==> config.mk <==
export PLATFORM = sky130hd
export DESIGN_NAME = sync_fifo
export DESIGN_NICKNAME = d
export VERILOG_FILES = /design/src/common/merge_pkg.sv /design/src/rtl/sync_fifo.sv
export SDC_FILE = /design/constraint.sdc
export NUM_CORES = 1
export LEC_CHECK = 0
export BUFFER_PORTS_ARGS = -buffer_cell sky130_fd_sc_hd__buf_2
export CAP_MARGIN = 5
export CORE_MARGIN = 2
export CORE_UTILIZATION = 40
export CTS_BUF_LIST = sky130_fd_sc_hd__clkbuf_16
export DETAILED_ROUTE_END_ITERATION = 6
export PLACE_DENSITY = 0.52
export SLEW_MARGIN = 20
export SYNTH_ARGS = -nofsm -noshare
export SYNTH_HDL_FRONTEND = slang
export SYNTH_SLANG_ARGS = --single-unit
==> constraint.sdc <==
create_clock -name ap_clk -period 10 [get_ports ap_clk]
set_clock_uncertainty 0.15 [all_clocks]
set_input_delay 1.5 -clock ap_clk [delete_from_list [all_inputs] [get_ports ap_clk]]
set_output_delay 1.5 -clock ap_clk [all_outputs]
set_load 0.005 [all_outputs]
==> src/common/merge_pkg.sv <==
package merge_pkg;

    // --------------------
    // Packet geometry
    // --------------------

    // One data field carried by a lane
    localparam int FIELD_W = 32;

    // Data fields per engine packet
    localparam int NUM_FIELDS = 4;

    // Route metadata width
    localparam int META_W = 16;

    typedef logic [FIELD_W-1:0] field_t;

    // Whole engine packet, meta in the upper bits
    typedef struct packed {
        logic [META_W-1:0]            meta;
        field_t [NUM_FIELDS-1:0]      field;
    } packet_t;

    // --------------------
    // Controller states
    // --------------------
    typedef enum logic [2:0] {
        MERGE_RESET,
        MERGE_IDLE,
        MERGE_SETUP_WAIT,
        MERGE_SETUP_REQ,
        MERGE_SETUP,
        MERGE_START,
        MERGE_BUSY,
        MERGE_PAUSE
    } merge_state_t;

    // --------------------
    // Top level defaults
    // --------------------

    // Extra lanes, at most NUM_FIELDS - 1
    localparam int MERGE_WIDTH_DEFAULT = 3;

    localparam int FIFO_DEPTH_DEFAULT = 16;

    // Output FIFO level that stops popping
    localparam int PROG_THRESH_DEFAULT = 8;

endpackage : merge_pkg

==> src/rtl/sync_fifo.sv <==
module sync_fifo #(
    parameter type payload_t   = merge_pkg::field_t,
    parameter int  FIFO_DEPTH  = merge_pkg::FIFO_DEPTH_DEFAULT,
    parameter int  PROG_THRESH = merge_pkg::PROG_THRESH_DEFAULT
) (
    input  logic     ap_clk,
    input  logic     areset_generator,
    input  logic     wr_en,
    input  payload_t din,
    input  logic     rd_en,
    output payload_t dout,
    output logic     full,
    output logic     empty,
    output logic     prog_full
);

    localparam int ADDR_W  = (FIFO_DEPTH > 1) ? $clog2(FIFO_DEPTH) : 1;
    localparam int COUNT_W = $clog2(FIFO_DEPTH + 1);

    localparam logic [ADDR_W-1:0]  LAST_ADDR    = ADDR_W'(FIFO_DEPTH - 1);
    localparam logic [COUNT_W-1:0] DEPTH_COUNT  = COUNT_W'(FIFO_DEPTH);
    localparam logic [COUNT_W-1:0] THRESH_COUNT = COUNT_W'(PROG_THRESH);

    payload_t           mem [FIFO_DEPTH];
    logic [ADDR_W-1:0]  wr_ptr;
    logic [ADDR_W-1:0]  rd_ptr;
    logic [COUNT_W-1:0] count;
    logic               do_write;
    logic               do_read;

    // Writes to a full FIFO and reads from an empty one are dropped
    assign do_write = wr_en & ~full;
    assign do_read  = rd_en & ~empty;

    always_ff @(posedge ap_clk) begin
        if (do_write) begin
            mem[wr_ptr] <= din;
        end
    end

    always_ff @(posedge ap_clk) begin
        if (areset_generator) begin
            wr_ptr <= '0;
            rd_ptr <= '0;
            count  <= '0;
        end else begin
            if (do_write) begin
                wr_ptr <= (wr_ptr == LAST_ADDR) ? '0 : wr_ptr + 1'b1;
            end
            if (do_read) begin
                rd_ptr <= (rd_ptr == LAST_ADDR) ? '0 : rd_ptr + 1'b1;
            end
            case ({do_write, do_read})
                2'b10:   count <= count + 1'b1;
                2'b01:   count <= count - 1'b1;
                default: count <= count;
            endcase
        end
    end

    // First word falls through, head is valid whenever not empty
    assign dout      = mem[rd_ptr];
    assign full      = (count == DEPTH_COUNT);
    assign empty     = (count == '0);
    assign prog_full = (count >= THRESH_COUNT);

endmodule : sync_fifo

==> results_dict.tcl <==
set metrics [dict create \
    path_clk_slew_ns 0.06 \
    synth_warnings 0 \
    drt_iter0_drc 765 \
    post_cts_buffers 0 \
    synth_nets 874 \
    status "finished clean" \
    synthAdderAreaFrac_pct 0.4955 \
    std_cell_rows 82 \
    grt_pass1_vias 9618 \
    drc 0 \
    area_delta_synth_final_pct 14.82 \
    synth_edf_count 512 \
    via_per_inst 5.420 \
    cts_resized 0 \
    yosys.area_share.xor_xnor_pct 0.2602 \
    final_cell_mix "edfxtp_1 (512), mux4_2 (160), buf_2 (70)" \
    max_cap_violations 0 \
    synth_top_family_by_area "multiplexers" \
    dp_slack_ns 5.183 \
    netlist_area_um2 20200 \
    hpwl_um 21040 \
    fmax_mhz 189.9 \
    drv_slew 0 \
    gr-total-overflow 0 \
    irDropWorstVdd_uv 127.0 \
    power_leakage_nw 7.230 \
    synthDistinctLibCells 42 \
    maxSlewHeadroom_pct 36.01 \
    ys_seq_elements 529 \
    synth_compound_area_share_pct 0.8176 \
    antenna_found_initial 2 \
    clockBufferDepth 3 \
    dieHeight_um 228.7 \
    portBuffers 70 \
    synthFlopType "edfxtp_1" \
    die-width_um 228.7 \
    drt-total-wl_um 44510 \
    final_nets 978 \
    critPathRequiredTime_ns 8.35 \
    crit_top_cell "mux4_2" \
    final_common_cell "edfxtp_1" \
    vias 8965 \
    cp_max_fo 44 \
    gp_congestion 0.6858 \
    yosysSeqAreaShare_pct 77.80 \
    synthMuxAreaShare_pct 18.05 \
    critPathKind "register to primary output" \
    synthSimpleGateAreaFrac_pct 1.381 \
    start_util_pct 40.43 \
    cp_slowest_cell "buf_4" \
    drt_pass1_iterations 7 \
    synth-async-reset-ratio_pct 0 \
    grt_util_all_layers_pct 17.49 \
    hold_path_class "register to register" \
    cp-start-kind "register" \
    dieArea_um2 52310 \
    worst_pin_slew_ns 0.9599 \
    grt_max_degree 62 \
    cts-buffers-inserted 56 \
    htree_num_levels 2 \
    cts_sinks 529 \
    pin_count 71 \
    cts_tree "yes" \
    grt_setup_unrepaired "no" \
    cts-hold-fix-buffers 0 \
    cp_slowest_stage_delay_ns 0.83 \
    cp.arrival_ns 3.62 \
    wire_per_inst_um 26.91 \
    clkLatencyLatePin_ns 0.59 \
    totalNegativeSetupSlack_ns 0 \
    fin_ws_ns 4.734 \
    end_kind "primary output" \
    core_um2 49970 \
    syn_inst 830 \
    timing.final.crit_share_pct 52.66 \
    ant_nets 0 \
    layout-drive-gt1-share_pct 36.70 \
    clockRootBuffer "clkbuf_16" \
    synth_area_per_cell_um2 24.34 \
    r2r_slack_ns 6.86 \
    powerDensity_nw_per_um2 237.5 \
    timing.final.hold_violations 0 \
    fin_crit_ns 5.266 \
    grt_pass1_wl_um 65950 \
    nFillCells 4174 \
    path_cells "buf_4 -> mux4_2 -> mux4_2 -> buf_2" \
    setup_viol 0 \
]
-- final cells by class --
class / instances / area, um2 / area share, %
Sequential cell: 529 / 15730 / 67.81
Multi-Input combinational cell: 251 / 4295 / 18.52
Clock buffer: 57 / 1426 / 6.150
Tap cell: 672 / 840.8 / 3.625
Timing Repair Buffer: 90 / 500.5 / 2.158
Clock inverter: 48 / 375.4 / 1.618
Inverter: 6 / 23.77 / 0.1025
Antenna cell: 1 / 2.502 / 0.01079
-- Yosys cell counts, drive strengths merged, types with 2 or more instances --
cell type  number  share of area, %
edfxtp        512                76
mux4          160                18
nor4b           4              0.17
nor2           14              0.27
xor2            6              0.26
buf            26              0.74
nand2           7              0.13
o21a            2              0.11
and3            8              0.25
clkbuf         18              0.34
inv             5             0.093
o211ai          2             0.074
or3             2             0.062
ha              8              0.50
a21oi          10              0.28
dfxtp          17               1.7
mux2            2              0.11
o21ai           4              0.12
a31oi           2             0.062
mux2i           2             0.099
nand3           4             0.099
and4            3              0.13
-- state kept, by name (all words and copies together), names as in the netlist, named ones only --
| name | count |
|---|---|
| count | 5 |
| mem | 512 |
| rd_ptr | 4 |
| wr_ptr | 4 |
-- stage by stage --
step	hold WS (ns)	cell area [um2]	cells	utilization (%)	power (mW)
after floorplan	0.3220	20200	830	-	3.303
after global placement	0.3442	21390	1548	42.81	3.559
after detailed placement	0.3644	21390	1548	42.81	3.566
after CTS	0.3746	23190	1653	46.41	5.590
after global routing	0.4133	23190	1653	46.41	5.745
final	0.3693	23190	1654	46.42	5.509
-- per-layer routing --
metal	up-vias	share of wire [%]	track usage, %
met1	4920	44	24.27
met5	-	0.025	0
met3	62	4.6	3.593
met4	2	1.7	3.840
met2	184	49	28.76
li1	3797	-	-
-- worst max-delay path: cells and delay by family (launching register included) --
kind	cells	cell delay, ns
buffers and inverters	2	0.99
multiplexers	2	1.16
flip-flops	1	0.82
-- power breakdown --
| group | switching [mW] | internal (mW) | total [mW] |
|---|---|---|---|
| clock | 0.836 | 1.18 | 2.02 |
| combinational | 0.409 | 0.510 | 0.919 |
| sequential | 0.0747 | 2.49 | 2.57 |
-- logic make-up (layout without fill, tap and decap cells) --
kind of cell / count (synthesis) / count (layout)
buffers and inverters: 50 / 201
flip-flops: 529 / 529
adder cells (fa/ha/maj): 8 / 8
multiplexers: 164 / 164
AND/OR/NAND/NOR: 49 / 49
AO/OA/AOI/OAI: 24 / 24
XOR/XNOR: 6 / 6
other: 0 / 1
-- path summary, 6_finish.rpt --
check,start,endpoint,depth (start not counted)
hold / removal,rd_ptr[3]$_SDFFE_PP0N_,register,2
setup reg to reg,count[1]$_SDFFE_PP0P_,count[4]$_SDFFE_PP0P_,10
hold reg to reg,rd_ptr[3]$_SDFFE_PP0N_,register,2
setup / recovery,register,dout[31],4
(Power assumes the default switching activity.)
