### config.mk
export PLATFORM = sky130hd
export DESIGN_NAME = merge_lane_gather
export DESIGN_NICKNAME = d
export VERILOG_FILES = /design/src/common/merge_pkg.sv /design/src/merge_generator/merge_lane_gather.sv /design/src/rtl/sync_fifo.sv
export SDC_FILE = /design/constraint.sdc
export NUM_CORES = 2
export LEC_CHECK = 0
export BUFFER_PORTS_ARGS = -buffer_cell sky130_fd_sc_hd__buf_2
export CORE_UTILIZATION = 33
export DETAILED_ROUTE_END_ITERATION = 6
export SLEW_MARGIN = 20
export SYNTH_ARGS = -nofsm -noshare
export SYNTH_HDL_FRONTEND = slang
export SYNTH_HIERARCHICAL = 1
export SYNTH_SLANG_ARGS = --single-unit
### constraint.sdc
create_clock -name ap_clk -period 48.2 [get_ports ap_clk]
set_input_delay 14.46 -clock ap_clk [delete_from_list [all_inputs] [get_ports ap_clk]]
set_output_delay 14.46 -clock ap_clk [all_outputs]
set_load 0.01 [all_outputs]
### src/common/merge_pkg.sv
package merge_pkg;

    // --------------------
    // Packet geometry
    // --------------------

    // One data field carried by a lane
    localparam int FIELD_W = 32;

    // Data fields per engine packet
    localparam int NUM_FIELDS = 4;

    // Route metadata width
    localparam int META_W = 16;

    typedef logic [FIELD_W-1:0] field_t;

    // Whole engine packet, meta in the upper bits
    typedef struct packed {
        logic [META_W-1:0]            meta;
        field_t [NUM_FIELDS-1:0]      field;
    } packet_t;

    // --------------------
    // Controller states
    // --------------------
    typedef enum logic [2:0] {
        MERGE_RESET,
        MERGE_IDLE,
        MERGE_SETUP_WAIT,
        MERGE_SETUP_REQ,
        MERGE_SETUP,
        MERGE_START,
        MERGE_BUSY,
        MERGE_PAUSE
    } merge_state_t;

    // --------------------
    // Top level defaults
    // --------------------

    // Extra lanes, at most NUM_FIELDS - 1
    localparam int MERGE_WIDTH_DEFAULT = 3;

    localparam int FIFO_DEPTH_DEFAULT = 16;

    // Output FIFO level that stops popping
    localparam int PROG_THRESH_DEFAULT = 8;

endpackage : merge_pkg

### src/merge_generator/merge_lane_gather.sv
module merge_lane_gather #(
    parameter int MERGE_WIDTH = merge_pkg::MERGE_WIDTH_DEFAULT,
    parameter int FIFO_DEPTH  = merge_pkg::FIFO_DEPTH_DEFAULT,
    parameter int PROG_THRESH = merge_pkg::PROG_THRESH_DEFAULT
) (
    input  logic                                   ap_clk,
    input  logic                                   areset_generator,
    input  logic                                   lane0_valid,
    input  merge_pkg::packet_t                     lane0_packet,
    input  logic [MERGE_WIDTH:1]                   lane_valid,
    input  merge_pkg::field_t [MERGE_WIDTH:1]      lane_field,
    input  logic                                   merge_enable,
    input  logic [MERGE_WIDTH:1]                   merge_mask,
    input  logic                                   out_prog_full,
    output logic                                   lane0_full,
    output logic [MERGE_WIDTH:1]                   lane_full,
    output logic                                   lane_pop,
    output merge_pkg::packet_t                     lane0_head,
    output merge_pkg::field_t [MERGE_WIDTH:1]      lane_heads,
    output logic                                   lanes_empty
);

    import merge_pkg::*;

    logic                 lane0_empty;
    logic [MERGE_WIDTH:1] lane_empty;
    logic [MERGE_WIDTH:1] lane_blocked;
    logic [MERGE_WIDTH:1] lane_rd_en;

    // --------------------
    // Lane 0, whole packets
    // --------------------
    sync_fifo #(
        .payload_t   (packet_t),
        .FIFO_DEPTH  (FIFO_DEPTH),
        .PROG_THRESH (PROG_THRESH)
    ) lane0_fifo_i (
        .ap_clk           (ap_clk),
        .areset_generator (areset_generator),
        .wr_en            (lane0_valid),
        .din              (lane0_packet),
        .rd_en            (lane_pop),
        .dout             (lane0_head),
        .full             (lane0_full),
        .empty            (lane0_empty),
        .prog_full        ()
    );

    // --------------------
    // Extra lanes, one field each
    // --------------------
    for (genvar k = 1; k <= MERGE_WIDTH; k++) begin : g_lane
        // Unmasked lanes keep their data
        assign lane_rd_en[k] = lane_pop & merge_mask[k];

        sync_fifo #(
            .payload_t   (field_t),
            .FIFO_DEPTH  (FIFO_DEPTH),
            .PROG_THRESH (PROG_THRESH)
        ) lane_fifo_i (
            .ap_clk           (ap_clk),
            .areset_generator (areset_generator),
            .wr_en            (lane_valid[k]),
            .din              (lane_field[k]),
            .rd_en            (lane_rd_en[k]),
            .dout             (lane_heads[k]),
            .full             (lane_full[k]),
            .empty            (lane_empty[k]),
            .prog_full        ()
        );
    end

    // A masked lane with nothing buffered stalls the merge
    assign lane_blocked = merge_mask & lane_empty;

    assign lane_pop = merge_enable & ~out_prog_full & ~lane0_empty & ~(|lane_blocked);

    assign lanes_empty = lane0_empty & (&lane_empty);

endmodule : merge_lane_gather

### src/rtl/sync_fifo.sv
module sync_fifo #(
    parameter type payload_t   = merge_pkg::field_t,
    parameter int  FIFO_DEPTH  = merge_pkg::FIFO_DEPTH_DEFAULT,
    parameter int  PROG_THRESH = merge_pkg::PROG_THRESH_DEFAULT
) (
    input  logic     ap_clk,
    input  logic     areset_generator,
    input  logic     wr_en,
    input  payload_t din,
    input  logic     rd_en,
    output payload_t dout,
    output logic     full,
    output logic     empty,
    output logic     prog_full
);

    localparam int ADDR_W  = (FIFO_DEPTH > 1) ? $clog2(FIFO_DEPTH) : 1;
    localparam int COUNT_W = $clog2(FIFO_DEPTH + 1);

    localparam logic [ADDR_W-1:0]  LAST_ADDR    = ADDR_W'(FIFO_DEPTH - 1);
    localparam logic [COUNT_W-1:0] DEPTH_COUNT  = COUNT_W'(FIFO_DEPTH);
    localparam logic [COUNT_W-1:0] THRESH_COUNT = COUNT_W'(PROG_THRESH);

    payload_t           mem [FIFO_DEPTH];
    logic [ADDR_W-1:0]  wr_ptr;
    logic [ADDR_W-1:0]  rd_ptr;
    logic [COUNT_W-1:0] count;
    logic               do_write;
    logic               do_read;

    // Writes to a full FIFO and reads from an empty one are dropped
    assign do_write = wr_en & ~full;
    assign do_read  = rd_en & ~empty;

    always_ff @(posedge ap_clk) begin
        if (do_write) begin
            mem[wr_ptr] <= din;
        end
    end

    always_ff @(posedge ap_clk) begin
        if (areset_generator) begin
            wr_ptr <= '0;
            rd_ptr <= '0;
            count  <= '0;
        end else begin
            if (do_write) begin
                wr_ptr <= (wr_ptr == LAST_ADDR) ? '0 : wr_ptr + 1'b1;
            end
            if (do_read) begin
                rd_ptr <= (rd_ptr == LAST_ADDR) ? '0 : rd_ptr + 1'b1;
            end
            case ({do_write, do_read})
                2'b10:   count <= count + 1'b1;
                2'b01:   count <= count - 1'b1;
                default: count <= count;
            endcase
        end
    end

    // First word falls through, head is valid whenever not empty
    assign dout      = mem[rd_ptr];
    assign full      = (count == DEPTH_COUNT);
    assign empty     = (count == '0);
    assign prog_full = (count >= THRESH_COUNT);

endmodule : sync_fifo

==> results by group <==
Outcome
  – Status: complete, no violations

Drt
  – WL final: 365000 um
  – Via/cell ratio: 5.19
  – DRC: 0
  – Vias: 68300
  – DRT antenna net count: 0
  – First-pass DRT Iterations: 5
  – DR iter-0 viols: 7425
  – Wire per inst: 27.7 um

Placed design
  – Placed cell count: 12400
  – GPL Wtd Cong: 0.731
  – PortBufs: 496
  – HPWL after detailed placement: 188000 um

Global route
  – GR met3 Demand/Resource: 4.14%
  – Gr usage total: 15.9%
  – First-pass GRT wire length: 517000 um
  – Met1 Use GR: 21.3%
  – Vias in the first global route: 70200
  – GR peak layer: met2
  – Largest net degree at the start of global routing: 113
  – Grt ovf: 0
  – Initial antenna violation count: 125
  – Global routing usage on met2: 25.8%

Logic synthesis
  – Synthesized instance count: 6142
  – Post-Syn Area: 147000 um2
  – Syn_nets: 6426
  – Mean Syn Cell Area: 24.0 um2
  – Yosys warnings: 6

Worst setup path
  – Worst-path cell chain: buf_2 > a222oi_1 > and2_2 > buf_2
  – Max stage delay on crit path: 0.46 ns
  – CP Depth: 4
  – CP max FO: 4
  – Slowest library cell on the worst path: a222oi_1
  – Worst Reg2Reg Path Length in Cells: 7
  – Crit path DAT: 15.52 ns
  – Buf/Inv on CP: 2
  – Crit path kind: in2out
  – Critical Path RT: 33.74 ns
  – Critical Path End Type: output pin
  – Worst path top cell family by delay: compound AO/OA/AOI/OAI gates
  – CP most frequent cell: buf_2
  – Type of origin of the critical path: input pin

STA
  – Worst clock skew: 0.0966 ns
  – TNS Setup: 0 ns
  – Slew @ Worst Pin: 1.10 ns
  – Minimum clock period: 29.98 ns
  – Slew margin rel.: 26.5%
  – Max Freq: 0.0334 GHz
  – Tcrit/Tclk final: 62.2%
  – Slew Viols, Final: 0
  – Fin. Hold Viols: 0
  – Setup-failing EPs final: 0
  – RSZ-0062 raised after global routing: false

Layout
  – Syn-to-layout area delta: 15.4%
  – Commonest non-fill, non-tap cell in the layout: edfxtp_1
  – Layout cells sized above 1: 33.0%
  – Highest-count cells in the layout ignoring fill and taps: edfxtp_1 (3840), mux4_2 (1056), buf_2 (496)
  – Non-Filler Instances: 13200
  – Nets: 7149

Clock network
  – CTS buffer count: 398
  – CTS Hold Bufs: 0
  – CTS max path bufs: 4
  – Clk sink count: 3908
  – CTS tree: built
  – Post_cts resized: 0
  – CTS Root Cell: clkbuf_16
  – CTS clk-pin slew, worst paths: 0.06 ns
  – H-tree depth: 5
  – Post-CTS Setup Inserts: 0
  – Clk_lat worst skew: 0.96 ns

Floorplanning
  – Top Ports: 497
  – Chip Width: 670 um
  – Die ar.: 449000 um2
  – Site Rows: 245
  – Die H: 670 um
  – Starting density of the core: 33.1%
  – Core Footprint: 445000 um2

Power
  – Static Leak: 51.7 nW
  – Max IR drop VDD: 0.0000325 V
  – PwrDens: 40.9 nW/um2

Hold path
  – Hold Path Class: reg2reg
  – Worst hold stages: 2

Job
  – Max-Cap Viols: 0
final cells by class:
cell class / instances / area [um2]
Fill cell: 39400 / 275000
Sequential cell: 3908 / 117000
Multi-Input combinational cell: 1875 / 29300
Clock buffer: 507 / 10500
Tap cell: 5928 / 7420
Timing Repair Buffer: 658 / 3900
Clock inverter: 221 / 2070
Antenna cell: 40 / 100
Inverter: 24 / 93.8
flip-flops by register name (all words and copies together) (netlist names), named ones only:
signal / flops
lane0_fifo_i/count: 5
g_lane.lane_fifo_i/wr_ptr: 12
lane0_fifo_i/wr_ptr: 4
g_lane.lane_fifo_i/rd_ptr: 12
lane0_fifo_i/rd_ptr: 4
lane0_fifo_i/mem: 2304
g_lane.lane_fifo_i/mem: 1536
g_lane.lane_fifo_i/count: 15
worst reg2reg max path: stages, from the launching register on:
cell and delay (ns):
dfxtp_1 0.45, or4_1 0.53, o21a_4 0.25, nand2_1 0.23, nor2_4 0.42, buf_4 0.67, buf_4 0.83, buf_4 0.83
stage by stage:
stage	util (%)	total power, mW	cell area, um2	hold slack, ns	setup slack (ns)
2_1_floorplan	-	3.96	147000	0.472	18.64
3_3_place_gp	35.4	4.06	157000	0.480	18.21
3_5_place_dp	35.4	4.07	157000	0.496	18.26
4_1_cts	38.2	7.02	170000	0.507	18.26
5_1_grt	38.2	7.16	170000	0.546	18.20
6_report	38.2	6.95	170000	0.501	18.22
power by group:
group,switching [mW],internal (mW)
sequential,0.0107,3.77
combinational,0.141,0.0702
clock,1.30,1.66
layer usage:
metal	vias up	wire length [um]
met5	-	510
met2	2588	176000
met3	646	31600
met4	78	9330
li1	28000	-
met1	37000	148000
path summary, 6_finish.rpt:
check                                                     start                      end  slack (ns)
worst max register to register            lane0_fifo_i/count[1]  lane0_fifo_i/mem[8][94]       43.50
worst max-delay path                              merge_mask[1]                 lane_pop       18.22
worst min-delay path            g_lane[2].lane_fifo_i/rd_ptr[3]                     flop        0.50
worst min register to register  g_lane[2].lane_fifo_i/rd_ptr[3]                     flop        0.50
Note: power is estimated with default switching activity, not from simulation.
