### config.mk
export PLATFORM = sky130hd
export DESIGN_NAME = merge_control
export DESIGN_NICKNAME = d
export VERILOG_FILES = /design/src/common/merge_pkg.sv /design/src/merge_generator/merge_control.sv
export SDC_FILE = /design/constraint.sdc
export NUM_CORES = 1
export LEC_CHECK = 0
export ABC_CLOCK_PERIOD_IN_PS = 2400
export BUFFER_PORTS_ARGS = -buffer_cell sky130_fd_sc_hd__buf_2
export CORE_AREA = 3 3 40 42
export DETAILED_ROUTE_END_ITERATION = 6
export DIE_AREA = 0 0 43 45
export HOLD_SLACK_MARGIN = 0.08
export PLACE_DENSITY = 0.6
export SLEW_MARGIN = 0
export SYNTH_ARGS = -nofsm -noshare
export SYNTH_HDL_FRONTEND = slang
export SYNTH_SLANG_ARGS = --single-unit
export TNS_END_PERCENT = 50
### constraint.sdc
create_clock -name ap_clk -period 2.4 [get_ports ap_clk]
set_clock_uncertainty 0.15 [all_clocks]
set_input_delay 0.36 -clock ap_clk [delete_from_list [all_inputs] [get_ports ap_clk]]
set_output_delay 0.36 -clock ap_clk [all_outputs]
set_load 0.02 [all_outputs]
### src/common/merge_pkg.sv
package merge_pkg;

    // --------------------
    // Packet geometry
    // --------------------

    // One data field carried by a lane
    localparam int FIELD_W = 32;

    // Data fields per engine packet
    localparam int NUM_FIELDS = 4;

    // Route metadata width
    localparam int META_W = 16;

    typedef logic [FIELD_W-1:0] field_t;

    // Whole engine packet, meta in the upper bits
    typedef struct packed {
        logic [META_W-1:0]            meta;
        field_t [NUM_FIELDS-1:0]      field;
    } packet_t;

    // --------------------
    // Controller states
    // --------------------
    typedef enum logic [2:0] {
        MERGE_RESET,
        MERGE_IDLE,
        MERGE_SETUP_WAIT,
        MERGE_SETUP_REQ,
        MERGE_SETUP,
        MERGE_START,
        MERGE_BUSY,
        MERGE_PAUSE
    } merge_state_t;

    // --------------------
    // Top level defaults
    // --------------------

    // Extra lanes, at most NUM_FIELDS - 1
    localparam int MERGE_WIDTH_DEFAULT = 3;

    localparam int FIFO_DEPTH_DEFAULT = 16;

    // Output FIFO level that stops popping
    localparam int PROG_THRESH_DEFAULT = 8;

endpackage : merge_pkg

### src/merge_generator/merge_control.sv
module merge_control #(
    parameter int MERGE_WIDTH = merge_pkg::MERGE_WIDTH_DEFAULT
) (
    input  logic                   ap_clk,
    input  logic                   areset_generator,
    input  logic                   descriptor_valid,
    input  logic                   config_rd_en,
    input  logic                   config_valid,
    input  logic [MERGE_WIDTH:1]   config_mask,
    input  logic                   out_prog_full,
    input  logic                   all_empty,
    output logic                   config_request,
    output logic                   merge_enable,
    output logic [MERGE_WIDTH:1]   merge_mask,
    output logic                   done
);

    import merge_pkg::*;

    merge_state_t state;
    merge_state_t next_state;
    logic         enabled;

    // --------------------
    // State register
    // --------------------
    always_ff @(posedge ap_clk) begin
        if (areset_generator) begin
            state <= MERGE_RESET;
        end else begin
            state <= next_state;
        end
    end

    always_comb begin
        next_state = state;
        case (state)
            MERGE_RESET: begin
                next_state = MERGE_IDLE;
            end
            MERGE_IDLE: begin
                if (descriptor_valid) begin
                    next_state = MERGE_SETUP_WAIT;
                end
            end
            // Hold until configuration may be read
            MERGE_SETUP_WAIT: begin
                if (config_rd_en) begin
                    next_state = MERGE_SETUP_REQ;
                end
            end
            MERGE_SETUP_REQ: begin
                next_state = MERGE_SETUP;
            end
            MERGE_SETUP: begin
                if (config_valid) begin
                    next_state = MERGE_START;
                end
            end
            MERGE_START: begin
                next_state = MERGE_BUSY;
            end
            MERGE_BUSY: begin
                if (out_prog_full) begin
                    next_state = MERGE_PAUSE;
                end
            end
            MERGE_PAUSE: begin
                if (!out_prog_full) begin
                    next_state = MERGE_BUSY;
                end
            end
            default: begin
                next_state = MERGE_RESET;
            end
        endcase
    end

    assign enabled = (state == MERGE_START) || (state == MERGE_BUSY) || (state == MERGE_PAUSE);

    // --------------------
    // Registered outputs
    // --------------------
    always_ff @(posedge ap_clk) begin
        if (areset_generator) begin
            config_request <= 1'b0;
            merge_enable   <= 1'b0;
            merge_mask     <= '0;
            done           <= 1'b0;
        end else begin
            // High for the first cycle spent in setup
            config_request <= (state == MERGE_SETUP_REQ);
            // Two cycles after config_valid, dropped again while paused
            merge_enable   <= (state == MERGE_START) || (state == MERGE_BUSY);
            if ((state == MERGE_SETUP) && config_valid) begin
                merge_mask <= config_mask;
            end
            done <= ((state == MERGE_IDLE) || enabled) && all_empty;
        end
    end

endmodule : merge_control

==> results of run 1 <==
synthesized netlist by cell type, types with 2 or more instances:
cell	number	area share (%)
a21oi_1	2	2.4
buf_6	2	5.4
nor3_1	2	2.4
dfxtp_1	9	43
nand2_1	2	1.8
nor2b_1	2	3.0
nor3b_1	3	5.4
mux2i_1	4	9.6
nor2_1	4	3.6
cell type report:
type / count / area [um^2]
clock buffer: 4 / 26.3
multi-input combinational: 28 / 206
timing repair buffer: 15 / 75.1
sequential: 9 / 180
tap: 15 / 18.8
fill: 144 / 778
worst paths after layout:
path | end | cells after the start
min | merge_mask[2] | 3
max | state[0] | 3
max reg2reg | state[0] | 3
min reg2reg | merge_mask[1] | 2
sequential cells by signal, indices dropped and copies added, names as in the netlist:
signal / cells
config_request: 1
done: 1
merge_enable: 1
merge_mask: 3
state: 3
routing by layer:
| metal | part of all wire [%] | global-route usage (%) |
|---|---|---|
| met1 | 49 | 11.6 |
| met4 | 0.71 | 5.42 |
| met2 | 39 | 11.4 |
| met3 | 11 | 2.79 |
| met5 | 0 | 0 |
power breakdown:
part,switching [mW],internal (mW)
sequential,0.0203,0.159
clock,0.0492,0.0638
combinational,0.0218,0.0329
cell families (layout without fill, tap and decap cells):
family | Yosys count | in the layout | synth area share (%)
xor gates and xnor gates | 2 | 2 | 4.19
AOI/OAI and AO/OA | 4 | 4 | 6.59
muxes | 5 | 5 | 12.3
buffers and inverters | 4 | 19 | 7.48
and+or+nand+nor | 17 | 17 | 26.3
DFF | 9 | 9 | 43.1
worst min-delay path: stages:
cell,delay (ns)
buf_2,0.07
mux2i_1,0.05
nor2_1,0.07
metrics by stage:
| step | cell area (um^2) | setup slack, ns | utilization (%) | total power, mW | hold WS (ns) |
|---|---|---|---|---|---|
| 2_1_floorplan | 418 | 0.803 | - | 0.230 | 0.356 |
| 3_5_place_dp | 480 | 0.694 | 37.4 | 0.238 | 0.332 |
| 5_1_grt | 507 | 0.622 | 39.4 | 0.369 | 0.206 |
| 4_1_cts | 507 | 0.700 | 39.4 | 0.357 | 0.183 |
| 6_report | 507 | 0.691 | 39.4 | 0.347 | 0.193 |
| 3_3_place_gp | 480 | 0.730 | 37.4 | 0.237 | 0.320 |
==> metrics, run 1 <==
Fmax achieved just under 600 MHz; IO Pins 16; type of the worst min-delay path primary input to flop; Reg2Reg Setup Slack a little under 0.7 ns; Initial DRC Count 0; Nets 67; synth unique cells 20; EDFF count, synth 0; Root Driver clkbuf_4; clock net sink count 9; worst r2r src state[1]; maxcap violations 0; Num CTS Buffers 3; Slew HR 75.9%; final hold viol count 0; area of the core between 1000 and 1500 um^2; post-synthesis cell area between 400 and 500 um^2; die area slightly below 2000 um^2; share of flip-flops with an asynchronous set or reset 0%; WS Path Type flop to flop; Initial Util between 30% and 40%; commonest non-fill, non-tap cell in the layout buf_2; Sum Neg Setup Slack 0 ns; yosys warns 0; GRT Overall Usage 8.51%; Worst-Margin Slew 0.361 ns; Tmin final about 1.7 ns; drt pass-1 iters 1; final cell count without fillers a little over 70; maximum root-to-sink buffer count 2; PD cells 686 nW/um^2; Routed WL slightly above 700 um; FF+latch count, synth 9; first-pass GRT wire length approximately 1200 um; Crit path buffers/inverters 0; dominant synthesized flop cell dfxtp_1; gr ovfl total 0; RePlAce Congestion 0.641; post-DP HPWL roughly 520 um; critical-path cell list or4b_4, o211ai_2, mux2_1; period utilization between 70% and 80%; Final Max Tran Viols 0; PostCTS Resize Cnt 0; critical path startpoint category flop; largest net degree at the start of global routing 13; most frequent cells in the layout buf_2, dfxtp_1, mux2i_1, nor2_1; Die Ht 45 um; LEAKAGE around 0.21 nW; post-cts hold buffer count 0; Avg Vias per Cell around 4.5; Peak VDD IR 0.000291 V; Post-Syn Area per Cell about 10 um^2; WL per Instance 9.93 um; final setup violating endpoints 0; Setup crit start state[1]; P&R area growth vs syn 21.3%; syn nets a little over 50; RSZ-0062 raised after global routing no; Clk Latency, worst-skew pair approximately 0.25 ns; CTS tree built; Setup Buffers After CTS 0; CTS clk-pin slew, worst paths 0.06 ns; crit path max fanout 11; Inst Count DP 67; routed vias around 320; CP arrival 1.70 ns; post-synthesis sequential area ratio a little over two fifths; family with the most delay on the worst path flip-flops; DRT antenna net count 0; Slowest cell on crit path dfxtp_1; crit end category flop; Hold Startpoint config_mask[2]; number of remaining DRC errors 0; share of layout cells above drive strength 1 a little under two fifths; outcome completed; initial antenna violation count 0; die width ~43 um; PortBufs 15; vias in the first global route 292; Clock H-tree levels 1; Gate Count Post-Synth slightly above 40; CP required 2.39 ns; crit-path max cell delay 0.53 ns; FP Rows 13; Diodes inserted 0
No activity file was read; power rests on OpenSTA's default activity.
==> run 2, diff against run 1 <==
- ABC_CLOCK_PERIOD_IN_PS: 2400 -> 1400
- PLACE_DENSITY: 0.6 -> 0.62
- clock period: 2.4 -> 1.4 ns (I/O delays scaled with it)
==> run 2 against run 1 <==
Compared with the run above: the flow now finishes with violations (negative setup slack); largest power group unchanged; critical path depth is the same; sequential share of layout area shrank 4.2 points; highest routed layer is now met3; design area grew 15%.
==> metrics, run 2 (synthesized netlist as in run 1, its figures left out) <==
RePlAce Congestion 0.687 (+7.1%); crit path max fanout 4 (-7); Finished Cell Area 583 um^2 (+15%); number of remaining DRC errors 0 (unchanged); FILL cells 130 (-9.7%); IO Pins 16 (unchanged); pre-CTS setup slack -0.118 ns (-0.813 ns); GRT Overall Usage 10.3% (+1.8 points); Peak VDD IR 0.000605 V (+110%); fin util 45.4% (+5.9 points); Slowest cell on crit path or4b_1; biggest regs merge_mask: 3 flops, state: 3 flops; Worst-Margin Slew 0.178 ns (-0.183 ns); share of layout cells above drive strength 1 43.8% (+6.3 points); final setup violating endpoints 1 (+1); Initial DRC Count 6 (+6); Setup crit start state[1]; most frequent cells in the layout buf_2, dfxtp_1; WS Path Type flop to flop; CP arrival 1.50 ns (-0.20 ns); critical path startpoint category flop; vias in the first global route 364 (+25%); die area 1940 um^2 (unchanged); largest net degree at the start of global routing 11 (-2); FP Rows 13 (unchanged); Register Area 183 um^2 (+1.4%); maxcap violations 0 (unchanged); drt pass-1 iters 3 (+2); WL per Instance 10.6 um (+6.7%); gr ovfl total 0 (unchanged); worst r2r src state[1]; post-DP HPWL 610 um (+18%); period utilization 108% (+36 points); type of the worst min-delay path primary input to flop; Root Driver clkbuf_4; final hold viol count 0 (unchanged); CTS tree built; Reg2Reg Setup Slack -0.11 ns (-0.80 ns); PortBufs 15 (unchanged); initial antenna violation count 0 (unchanged); first-pass GRT wire length 1460 um (+18%); crit-path max cell delay 0.51 ns (-0.02 ns); Hold Startpoint areset_generator; RSZ-0062 raised after global routing yes; R2R cell count 3 (unchanged); Clk Latency, worst-skew pair 0.26 ns (about the same); Fmax achieved 664 MHz (+14%); Routed WL 837 um (+19%); Slew HR 88.1% (+12 points); overall power 648 uW (+87%); CP required 1.40 ns (-0.99 ns); area of the core 1280 um^2 (unchanged); DRT antenna net count 0 (unchanged); Diodes inserted 0 (unchanged); Initial Util 32.5% (unchanged); clock net sink count 9 (unchanged); PD cells 1110 nW/um^2 (+62%); Num CTS Buffers 3 (unchanged); family with the most delay on the worst path simple AND/OR/NAND/NOR gates; failing checks negative setup slack; Die Ht 45 um (unchanged); Clock H-tree levels 1 (unchanged); critical-path cell list or4b_1, o211ai_2, mux2_4; worst hold endpoint state[1]; Multi-input gate area 210 um^2 (+1.8%); Hold WS 0.0841 ns (-0.109 ns); maximum root-to-sink buffer count 2 (unchanged); Tmin final 1.51 ns (-0.204 ns); hold path depth 2 (-1); terminus of the critical flop-to-flop path state[0]; routed vias 372 (+16%); Final Max Tran Viols 0 (unchanged); Setup WS post-layout -0.105 ns (-0.796 ns); Avg Vias per Cell 4.71 (+3.8%); commonest non-fill, non-tap cell in the layout buf_2; die width 43 um (unchanged); crit end category flop; Nets 75 (+12%); P&R area growth vs syn 39.5%; Crit path buffers/inverters 0 (unchanged); CTS clk-pin slew, worst paths 0.06 ns (about the same); outcome finished with violations; LEAKAGE 0.254 nW (+19%); Post-DP Area 510 um^2 (+6.3%)
[run 2: cell types whose count changed in the layout (fill, tap and decap cells not counted), sizes merged]
cell         previous run  this run
buf                    15        19
dlygate4sd3             0         4
[run 2: worst max-delay path by stage]
stage | slack, ns | cells after the start | to
after global routing | -0.13 | 3 | state[0]
after detailed placement | -0.12 | 3 | state[0]
after global placement | -0.10 | 3 | state[0]
final | -0.11 | 3 | state[0]
after floorplan | -0.20 | 4 | state[0]
after CTS | -0.11 | 3 | state[0]
[run 2: final cells by class]
class                   instances  share of cell area, %
clock buffers                   4                   4.51
multi-input cells              28                   36.1
flip-flops and latches          9                   31.3
well taps                      15                   3.22
repair buffers                 23                   24.9
[run 2: power breakdown]
part	total (mW)	leakage, nW	switching, mW	internal, mW
Clock	0.200	0.0150	0.0901	0.110
Combinational	0.161	0.165	0.0689	0.0922
Sequential	0.287	0.0737	0.0116	0.276
Total	0.648	0.254	0.171	0.478
[run 2: layer usage]
metal	GRT usage (%)	wire (um)	vias to the layer above	share of wire [%]
li1	-	-	187	-
met1	11.4	373	174	45
met2	16.8	393	11	47
met3	3.19	70	0	8.4
met4	7.23	0	0	0
met5	0	0	-	0
[run 2: what timing repair did]
item	4_1_cts	5_1_grt
endpoints found under the setup margin	1	4
buffers inserted	0	0
cloned	0	0
hold buffers	4	0
pin swaps	2	0
hold endpoints to repair	4	0
gates resized for setup	3	0
[run 2: per-stage QoR]
step	TNS, ns	std cells
floorplan	-0.197	41
global placement	-0.104	71
detailed placement	-0.118	71
CTS	-0.114	79
global route	-0.168	79
finish	-0.105	79
==> run 3, diff against run 2 <==
- SKIP_CTS_REPAIR_TIMING: unset -> 1
==> run 3 against run 2 <==
Compared with the run above: the run still ends with negative setup slack left; worst hold slack worse by 0.048 ns; design area fell by 3.2%; power fell by 0.64%; global-route usage is 0.67 points lower; sequential share of layout area increased by 1.3 points; first-iteration DRC count unchanged; combinational power is 2% lower; critical path depth unchanged; final cell count decreased by 2.5%; clock power barely moved; critical path type unchanged; largest power group unchanged.
==> metrics, run 3 (synthesized netlist as in run 1, its figures left out) <==
drt pass-1 iters 3 (unchanged); routed vias 367 (-1.3%); WL per Instance 10.8 um (+2.4%); maximum root-to-sink buffer count 2 (unchanged); FP Rows 13 (unchanged); Num CTS Buffers 3 (unchanged); pre-CTS setup slack -0.118 ns (unchanged); Avg Vias per Cell 4.77 (+1.2%); largest net degree at the start of global routing 11 (unchanged); RePlAce Congestion 0.687 (unchanged); initial antenna violation count 0 (unchanged); Inst Count DP 71 (unchanged); Nets 73 (-2.7%); family with the most delay on the worst path simple AND/OR/NAND/NOR gates; global routing usage on met1 10.9% (-0.49 points); Crit path buffers/inverters 0 (unchanged); Die Ht 45 um (unchanged); most frequent cells in the layout buf_2, dfxtp_1, mux2i_1, nor2_1, buf_4; Slowest cell on crit path or4b_1; failing checks negative setup slack; Initial Util 32.5% (unchanged); biggest regs merge_mask: 3 flops, state: 3 flops; CTS clk-pin slew, worst paths 0.06 ns (about the same); Worst-Margin Slew 0.177 ns (-0.000555 ns); Final Max Tran Viols 0 (unchanged); crit-path max cell delay 0.51 ns (about the same); met3 Use GR 3.19% (unchanged); RSZ-0062 raised after global routing yes; final hold viol count 0 (unchanged); IO Pins 16 (unchanged); Routed WL 835 um (-0.24%); Hold WS 0.0358 ns (-0.0483 ns); met2 Use GR 15.0% (-1.8 points); maxcap violations 0 (unchanged); WS Path Type flop to flop; Peak VDD IR 0.000604 V (about the same); first-pass GRT wire length 1370 um (-6.1%); LEAKAGE 0.246 nW (-3.1%); type of the worst min-delay path primary input to flop; Fmax achieved 664 MHz (about the same); vias in the first global route 348 (-4.4%); Setup WS post-layout -0.106 ns (-0.000497 ns); Clock H-tree levels 1 (unchanged); P&R area growth vs syn 35.0%; Slew HR 88.2% (about the same); clock net sink count 9 (unchanged); crit end category flop; PD cells 1140 nW/um^2 (+2.7%); PortBufs 15 (unchanged); final cell count without fillers 77 (-2.5%); die area 1940 um^2 (unchanged); gr ovfl total 0 (unchanged); number of remaining DRC errors 0 (unchanged); GR peak layer met2; period utilization 108% (about the same); overall power 644 uW (-0.64%); CTS tree built; share of layout cells above drive strength 1 46.8% (+3.0 points); DRT antenna net count 0 (unchanged); die width 43 um (unchanged); Initial DRC Count 6 (unchanged); Diodes inserted 0 (unchanged); fin util 43.9% (-1.5 points); CP arrival 1.50 ns (about the same); outcome finished with violations; GRT Overall Usage 9.61% (-0.67 points); critical-path cell list or4b_1, o211ai_2, mux2_4; area of the core 1280 um^2 (unchanged); commonest non-fill, non-tap cell in the layout buf_2; Clk Latency, worst-skew pair 0.26 ns (about the same); final setup violating endpoints 1 (unchanged); CP required 1.40 ns (about the same); Tmin final 1.51 ns (+0.000497 ns); post-DP HPWL 610 um (unchanged); Root Driver clkbuf_4; crit path max fanout 4 (unchanged); critical path startpoint category flop
## run 3: changes by cell type in the layout (fill, tap and decap cells not counted)
cell	before	now
dlygate4sd3_1	4	2
dfxtp_1	7	6
dfxtp_2	2	3
## run 3: cell type report
| type | count | area [um^2] |
|---|---|---|
| repair buffers | 21 | 125 |
| clock buffers | 4 | 26.3 |
| fillers | 133 | 721 |
| well taps | 15 | 18.8 |
| multi-input cells | 28 | 210 |
| flip-flops and latches | 9 | 184 |
## run 3: final timing paths
check                           cells after the start            end            from  slack (ns)
worst max-delay path                                3       state[0]        state[1]       -0.11
worst min-delay path                                3  merge_mask[2]  config_mask[2]        0.04
worst max register to register                      3       state[0]        state[1]       -0.11
worst min register to register                      2  merge_mask[1]   merge_mask[1]        0.34
## run 3: layer usage
metal	part of all wire, %	vias to the layer above
li1	-	184
met1	44	172
met2	48	11
met3	7.9	0
met4	0	0
met5	0	-
## run 3: power breakdown
group	switching [mW]	internal [mW]	leakage [nW]	total [mW]
clock network	0.0896	0.110	0.0150	0.199
registers	0.0117	0.276	0.0742	0.288
logic	0.0684	0.0886	0.157	0.157
total	0.170	0.474	0.246	0.644
## run 3: stage by stage
step	setup TNS (ns)	area (um^2)
after global routing	-0.167	564
after floorplan	-0.197	418
after detailed placement	-0.118	510
after CTS	-0.128	537
after global placement	-0.104	510
final	-0.106	564
## run 3: worst min-delay path, cell delays in order
cell     delay (ns)
buf_2          0.07
mux2i_1        0.05
nor2_1         0.07
